$ cat src/common/floor_config.svh
// Eleven floors numbered 0 to 10; the index and car state widths must cover these counts
`ifndef FLOOR_CONFIG_SVH
`define FLOOR_CONFIG_SVH

////////////////////
// Building size
////////////////////

// Number of floors, also the request stack depth
`define FLOOR_COUNT 11

// Floor index width, wide enough to hold FLOOR_COUNT for the stack pointer
`define FLOOR_BITS 4

// Car state code width, matches the car FSM encoding
`define STATE_BITS 6

`endif
$ cat src/common/floor_pkg.sv
// Car state codes must match the car FSM encoding; only the STOP codes count as a stopped car
package floor_pkg;

    `include "floor_config.svh"

    ////////////////////
    // Floor types
    ////////////////////

    // Floor index, 0 is the lowest floor
    typedef logic [`FLOOR_BITS-1:0] floor_t;

    // One bit per floor, used for buttons and lights
    typedef logic [`FLOOR_COUNT-1:0] floor_mask_t;

    ////////////////////
    // Car states
    ////////////////////

    // Codes run in sequence from the anchored values
    typedef enum logic [`STATE_BITS-1:0] {
        STOP_FL1 = 0,
        STOP_FL2,
        STOP_FL3,
        STOP_FL4,
        STOP_FL5,
        STOP_FL6,
        STOP_FL7,
        STOP_FL8,
        STOP_FL9,
        STOP_FL10,
        STOP_FL11,
        UP_F1_F2 = 11,
        UP_F2_F3,
        UP_F3_F4,
        UP_F4_F5,
        UP_F5_F6,
        UP_F6_F7,
        UP_F7_F8,
        UP_F8_F9,
        UP_F9_F10,
        UP_F10_F11,
        DOWN_F11_F10 = 21,
        DOWN_F10_F9,
        DOWN_F9_F8,
        DOWN_F8_F7,
        DOWN_F7_F6,
        DOWN_F6_F5,
        DOWN_F5_F4,
        DOWN_F4_F3,
        DOWN_F3_F2,
        DOWN_F2_F1,
        EMERGENCY = 31
    } elevator_state_t;

    // True while the car stands at any floor
    function automatic logic is_stop_state(input elevator_state_t state);
        return state inside {[STOP_FL1:STOP_FL11]};
    endfunction

endpackage

$ cat src/common/stack_if.sv
// Strobes are single-cycle levels with no handshake; push must never be raised with pop or full
`timescale 1ns/1ns

interface stack_if;

    // Request side
    logic              push;
    floor_pkg::floor_t push_floor;

    // Serve side
    logic              pop;

    // Stack status
    floor_pkg::floor_t top_floor;
    logic              full;
    logic              empty;

    modport capture (output push, output push_floor, input pop, input full);

    modport storage (
        input  push,
        input  push_floor,
        input  pop,
        output top_floor,
        output full,
        output empty
    );

    modport dispatch (output pop, input top_floor, input empty);

endinterface

$ cat src/design/floor_request_top.sv
// Floors 0 to 10; power and emergency are plain levels and a full stack drops new presses
`timescale 1ns/1ns

module floor_request_top (
    input  logic                       clock,
    input  logic                       reset_n,
    input  floor_pkg::floor_mask_t     floor_call_buttons,
    input  floor_pkg::floor_mask_t     panel_buttons,
    input  logic                       door_open_btn,
    input  logic                       door_close_btn,
    input  logic                       emergency_btn,
    input  logic                       power_switch,
    input  floor_pkg::floor_t          current_floor,
    input  floor_pkg::elevator_state_t elevator_state,
    input  logic                       elevator_direction,
    output floor_pkg::floor_t          floor_selector,
    output logic                       direction_selector,
    output logic                       activate_elevator,
    output floor_pkg::floor_mask_t     call_button_lights,
    output floor_pkg::floor_mask_t     panel_button_lights,
    output logic                       door_open_allowed,
    output logic                       door_close_allowed
);

    // Push, pop and stack status between the three blocks
    stack_if stack_bus ();

    button_capture u_capture (
        .clock               (clock),
        .reset_n             (reset_n),
        .power_switch        (power_switch),
        .panel_buttons       (panel_buttons),
        .floor_call_buttons  (floor_call_buttons),
        .current_floor       (current_floor),
        .bus                 (stack_bus.capture),
        .panel_button_lights (panel_button_lights),
        .call_button_lights  (call_button_lights)
    );

    request_stack u_stack (
        .clock        (clock),
        .reset_n      (reset_n),
        .power_switch (power_switch),
        .bus          (stack_bus.storage)
    );

    stopped_car_control u_control (
        .power_switch       (power_switch),
        .emergency_btn      (emergency_btn),
        .door_open_btn      (door_open_btn),
        .door_close_btn     (door_close_btn),
        .current_floor      (current_floor),
        .elevator_state     (elevator_state),
        .elevator_direction (elevator_direction),
        .bus                (stack_bus.dispatch),
        .floor_selector     (floor_selector),
        .direction_selector (direction_selector),
        .activate_elevator  (activate_elevator),
        .door_open_allowed  (door_open_allowed),
        .door_close_allowed (door_close_allowed)
    );

endmodule

$ cat src/design/stopped_car_control.sv
// Purely combinational; emergency blocks dispatch but not serving the floor the car stands at
`timescale 1ns/1ns

module stopped_car_control (
    input  logic                       power_switch,
    input  logic                       emergency_btn,
    input  logic                       door_open_btn,
    input  logic                       door_close_btn,
    input  floor_pkg::floor_t          current_floor,
    input  floor_pkg::elevator_state_t elevator_state,
    input  logic                       elevator_direction,
    stack_if.dispatch                  bus,
    output floor_pkg::floor_t          floor_selector,
    output logic                       direction_selector,
    output logic                       activate_elevator,
    output logic                       door_open_allowed,
    output logic                       door_close_allowed
);

    logic stopped_on;
    logic at_target;

    assign stopped_on = power_switch && floor_pkg::is_stop_state(elevator_state);
    assign at_target  = (bus.top_floor == current_floor);

    // Next target, or stay put with nothing queued
    assign floor_selector = bus.empty ? current_floor : bus.top_floor;

    assign activate_elevator  = stopped_on && !emergency_btn && !bus.empty && !at_target;
    assign direction_selector = activate_elevator ? (bus.top_floor > current_floor)
                                                  : elevator_direction;

    // Arrived at the requested floor
    assign bus.pop = stopped_on && !bus.empty && at_target;

    // Doors only respond with the car standing and powered
    assign door_open_allowed  = stopped_on && door_open_btn;
    assign door_close_allowed = stopped_on && door_close_btn;

endmodule

$ cat src/design/request_stack.sv
// Holds up to FLOOR_COUNT entries, duplicates allowed; pop wins over push and power off flushes
`timescale 1ns/1ns
`include "floor_config.svh"

module request_stack (
    input  logic     clock,
    input  logic     reset_n,
    input  logic     power_switch,
    stack_if.storage bus
);

    // Pointer is the number of stored floors, also the next free slot
    logic [`FLOOR_BITS-1:0] pointer;
    floor_pkg::floor_t      entries [`FLOOR_COUNT];
    logic                   do_push;
    logic                   do_pop;

    assign bus.empty = (pointer == '0);
    assign bus.full  = (pointer == `FLOOR_BITS'(`FLOOR_COUNT));

    assign do_pop  = power_switch && bus.pop && !bus.empty;
    assign do_push = power_switch && bus.push && !bus.pop && !bus.full;

    // Most recent entry, zero when nothing is stored
    assign bus.top_floor = bus.empty ? '0 : entries[pointer - 1'b1];

    ////////////////////
    // Pointer
    ////////////////////

    always_ff @(posedge clock or negedge reset_n) begin
        if (!reset_n) begin
            pointer <= '0;
        end else if (!power_switch) begin
            pointer <= '0;
        end else if (do_pop) begin
            pointer <= pointer - 1'b1;
        end else if (do_push) begin
            pointer <= pointer + 1'b1;
        end
    end

    ////////////////////
    // Entry storage
    ////////////////////

    always_ff @(posedge clock) begin
        if (do_push) begin
            entries[pointer] <= bus.push_floor;
        end
    end

endmodule

$ cat src/design/button_capture.sv
// One push per cycle at most; panel beats call, lowest floor wins, current floor presses are ignored
`timescale 1ns/1ns
`include "floor_config.svh"

module button_capture (
    input  logic                   clock,
    input  logic                   reset_n,
    input  logic                   power_switch,
    input  floor_pkg::floor_mask_t panel_buttons,
    input  floor_pkg::floor_mask_t floor_call_buttons,
    input  floor_pkg::floor_t      current_floor,
    stack_if.capture               bus,
    output floor_pkg::floor_mask_t panel_button_lights,
    output floor_pkg::floor_mask_t call_button_lights
);

    floor_pkg::floor_mask_t current_mask;
    floor_pkg::floor_mask_t panel_valid;
    floor_pkg::floor_mask_t call_valid;
    floor_pkg::floor_t      panel_pick;
    floor_pkg::floor_t      call_pick;
    logic                   panel_any;
    logic                   call_any;
    floor_pkg::floor_mask_t push_mask;
    floor_pkg::floor_mask_t clear_mask;

    // Index of the lowest set bit, zero when the mask is empty
    function automatic floor_pkg::floor_t lowest_set(input floor_pkg::floor_mask_t mask);
        floor_pkg::floor_t index;
        index = '0;
        for (int i = `FLOOR_COUNT - 1; i >= 0; i--) begin
            if (mask[i]) begin
                index = floor_pkg::floor_t'(i);
            end
        end
        return index;
    endfunction

    ////////////////////
    // Request select
    ////////////////////

    // The car is already here, so its own floor is masked off
    assign current_mask = floor_pkg::floor_mask_t'(1) << current_floor;
    assign panel_valid  = panel_buttons & ~current_mask;
    assign call_valid   = floor_call_buttons & ~current_mask;

    assign panel_any  = |panel_valid;
    assign call_any   = |call_valid;
    assign panel_pick = lowest_set(panel_valid);
    assign call_pick  = lowest_set(call_valid);

    // No push while serving a floor or with no room left
    assign bus.push       = power_switch && !bus.full && !bus.pop && (panel_any || call_any);
    assign bus.push_floor = panel_any ? panel_pick : call_pick;

    ////////////////////
    // Button lights
    ////////////////////

    assign push_mask  = bus.push ? (floor_pkg::floor_mask_t'(1) << bus.push_floor) : '0;
    assign clear_mask = bus.pop ? current_mask : '0;

    always_ff @(posedge clock or negedge reset_n) begin
        if (!reset_n) begin
            panel_button_lights <= '0;
            call_button_lights  <= '0;
        end else if (!power_switch) begin
            panel_button_lights <= '0;
            call_button_lights  <= '0;
        end else begin
            // Pop and push never meet in one cycle
            panel_button_lights <= (panel_button_lights & ~clear_mask)
                                 | (panel_any ? push_mask : '0);
            call_button_lights  <= (call_button_lights & ~clear_mask)
                                 | (panel_any ? '0 : push_mask);
        end
    end

endmodule

$ cat config.mk
export PLATFORM = sky130hd
export DESIGN_NAME = floor_request_top
export DESIGN_NICKNAME = d
export VERILOG_FILES = /design/src/common/floor_pkg.sv /design/src/common/stack_if.sv /design/src/design/floor_request_top.sv /design/src/design/stopped_car_control.sv /design/src/design/request_stack.sv /design/src/design/button_capture.sv
export VERILOG_INCLUDE_DIRS = /design/src /design/src/common
export SDC_FILE = /design/constraint.sdc
export NUM_CORES = 1
export LEC_CHECK = 0
export ABC_AREA = 1
export BUFFER_PORTS_ARGS = -buffer_cell sky130_fd_sc_hd__buf_2
export CORE_ASPECT_RATIO = 0.9
export CORE_MARGIN = 5
export CORE_UTILIZATION = 51
export DETAILED_ROUTE_END_ITERATION = 8
export HOLD_SLACK_MARGIN = 0.05
export PLACE_DENSITY_LB_ADDON = 0.08
export SLEW_MARGIN = 15
export SYNTH_ARGS = -nofsm -noshare
export SYNTH_HDL_FRONTEND = slang
export SYNTH_SLANG_ARGS = --single-unit
$ cat constraint.sdc
create_clock -name clock -period 3.9 [get_ports clock]
set_input_delay 0 -clock clock [delete_from_list [all_inputs] [get_ports clock]]
set_output_delay 0 -clock clock [all_outputs]
set_load 0.01 [all_outputs]
==> flow_summary.ini <==
[worst_setup_path]
cp_max_fo = 15
start_kind = flip-flop
cp.required_ns = 4.13
worstSetupPathType = flip-flop to flip-flop
crit_arrival_ns = 3.80
worstSetupEndpointType = flip-flop

[synthesis]
yosysMostFrequentCell = nand2_1
syn_nets = 488
synth_edf_count = 44
yosys_warnings = 0
synth_area_per_cell_sq_um = 8.77
syn_area_sq_um = 3870
yosysUniqueCellTypes = 37
synth_seq_cells = 70
synth-async-reset-ratio_pct = 37.1
synth_commonest_cells = 111 x nand2_1, 44 x edfxtp_1, 41 x a21oi_1, 37 x nand3_1, 34 x inv_1
yosys.area.top_type = edfxtp_1
ys_seq_area_share_pct = 51.0
synth_top_cell_area_share_pct = 34.2
synth-main-ff-cell = edfxtp_1
synth.area.top_cells = edfxtp_1 34%, dfrtp_1 17%, nand2_1 11%, a21oi_1 5.3%, nand3_1 4.8%
synth_cells = 441

[sta]
finClkSkew_ns = 0.00985
setup_viol = 0
worst_slew_pin_slew_ns = 0.770
max_freq_mhz = 281
rsz0062_at_grt = true
slew_viol_final = 0
fin_crit_ns = 3.56
hold_viol_final = 0
timing.setup.tns_ns = 0
max_slew_margin_pct = 48.6
final.period_utilization_pct = 91.4
worst_slack_ns = 0.336

[global_route]
grt_remaining_overflow = 0
grt_max_degree = 27
grt_pass1_vias = 3313
antenna_found_initial = 0
grt_pass1_wl_microns = 16400
grtUsageTotal_pct = 22.9

[route]
wl_per_cell_microns = 16.7
remaining_drc_errors = 0
drtPass1Iterations = 6
vias = 3433
drt_wl_total_microns = 10200
drt-initial-drc-count = 175
antenna_left = 0
vias_per_cell = 5.59

[floorplan]
initial_utilization_pct = 51.8
die-area_sq_um = 9430
die_w_microns = 102
coreArea_sq_um = 7470
die_h_microns = 92.6
io_pins = 69
num_rows = 30

[layout]
area_delta_synth_final_pct = 18.8
multiInputGateArea_sq_um = 1730
seq_area_sq_um = 1970
antennaDiodeCount = 0
layout.nets = 560
drive_above_1_share_pct = 27.0
post-route-cell-area_sq_um = 4600
fill_cells = 653

[placed_design]
dp_hpwl_microns = 7460
placed_cell_area_sq_um = 4300
io_buffers = 68
gp_congestion = 0.914
post-place-ws_ns = 0.106

[worst_hold_path]
holdCritPathClass = input port to asynchronous set/reset pin

[clock_tree]
clock_path_buffers = 2
clock_latency_ns = 0.35
cts.clk_slew.worst_paths_ns = 0.08
cts_tree = done
cts.htree.levels = 3
cts_root_buffer = clkbuf_8
cts-buffers-inserted = 9
cts_sinks = 70

[power_and_ir_drop]
powerDensity_nw_per_um2 = 415
p_total_uw = 1910
leakagePower_uw = 0.00208
vdd_ir_drop_max_uv = 306

[job]
drv_cap = 0

[outcome]
status = finished, final reports clean
-- final timing paths --
kind / from / slack [ns] / cells past startpoint / end
min in group clock: current_floor[1] / 0.18 / 5 / u_capture.panel_button_lights[4]
setup / recovery: u_stack.pointer[1] / 0.34 / 18 / u_stack.pointer[1]
setup reg to reg: u_stack.pointer[1] / 0.34 / 18 / u_stack.pointer[1]
hold / removal: reset_n / 0.17 / 2 / u_capture.panel_button_lights[6]
max in group asynchronous: reset_n / 3.33 / 2 / u_capture.call_button_lights[5]
hold reg to reg: u_capture.panel_button_lights[6] / 0.53 / 2 / u_capture.panel_button_lights[6]
-- cells in the final DEF, fill, tap and decap left out, types with 2 or more instances in the layout --
cell type,count
nand2_2,12
nor2_1,25
nor2_4,5
dfrtp_1,26
o21bai_1,2
buf_4,5
dlygate4sd3_1,2
inv_1,34
ha_1,8
buf_2,68
inv_4,3
nand4_1,11
nor3_2,11
clkbuf_16,2
nand3_1,37
nand2_1,110
clkbuf_8,10
xor2_1,3
a22oi_1,4
o21ai_0,15
nand2_4,3
edfxtp_1,44
a221o_1,3
a21oi_1,41
o211ai_1,6
nor2_8,2
nor2_2,7
inv_2,7
-- critical path, stage by stage (launching register included) --
cell and delay (ns):
dfrtp_1 0.40, inv_1 0.10, ha_1 0.30, inv_1 0.21, a21oi_1 0.22, a22oi_1 0.14, a221o_1 0.31, nand3_1 0.09
inv_1 0.06, ha_1 0.28, nand2_1 0.05, inv_1 0.06, nand3_1 0.08, nor2_1 0.14, nor2_1 0.08, nand2_2 0.35
nand3_1 0.32, o211ai_1 0.16, o21ai_0 0.10
-- stage by stage --
stage,hold slack (ns),util (%),cells
after floorplan,-0.296,-,441
after global placement,0.0350,57.6,596
after detailed placement,0.0328,57.6,596
after CTS,0.158,60.7,614
after global routing,0.201,61.5,614
final,0.169,61.5,614
-- where the power goes --
group / switching, uW / internal [uW] / leakage, uW
sequential: 12.6 / 815 / 0.000777
clock: 278 / 328 / 0.000111
combinational: 312 / 159 / 0.00120
total: 603 / 1300 / 0.00208
-- cell type report --
class | instances | area share, %
Clock buffer | 13 | 4.17
Clock inverter | 3 | 0.436
Inverter | 43 | 3.62
Multi-Input combinational cell | 314 | 37.6
Sequential cell | 70 | 42.9
Tap cell | 96 | 2.61
Timing Repair Buffer | 75 | 8.66
-- timing repair --
| item | in CTS | in global routing |
|---|---|---|
| endpoints found under the hold margin | 28 | 0 |
| endpoints found under the setup margin | 0 | 54 |
| setup buffers | 0 | 0 |
| hold buffers | 2 | 0 |
| gates resized for setup | 0 | 13 |
-- cell families after synthesis --
logic type | share of synthesized area (%)
AND/OR/NAND/NOR | 27.9
adder cells (fa/ha/maj) | 2.59
XOR/XNOR | 0.906
buffers and inverters | 5.95
AO/OA/AOI/OAI | 11.6
flip-flops | 51.0
-- metal layers --
layer | GRT usage [%] | up-vias | routed length (microns)
met5 | 0 | - | 0
met4 | 8.19 | 0 | 199
met3 | 5.80 | 16 | 890
met2 | 32.2 | 146 | 4350
met1 | 34.0 | 1615 | 4790
li1 | - | 1656 | -
-- flip-flops by register name, summed over array words and instances (netlist names) --
name / flops
u_capture.call_button_lights: 11
u_capture.panel_button_lights: 11
u_stack.entries: 44
u_stack.pointer: 4
Power figures use the tool's default switching activity.
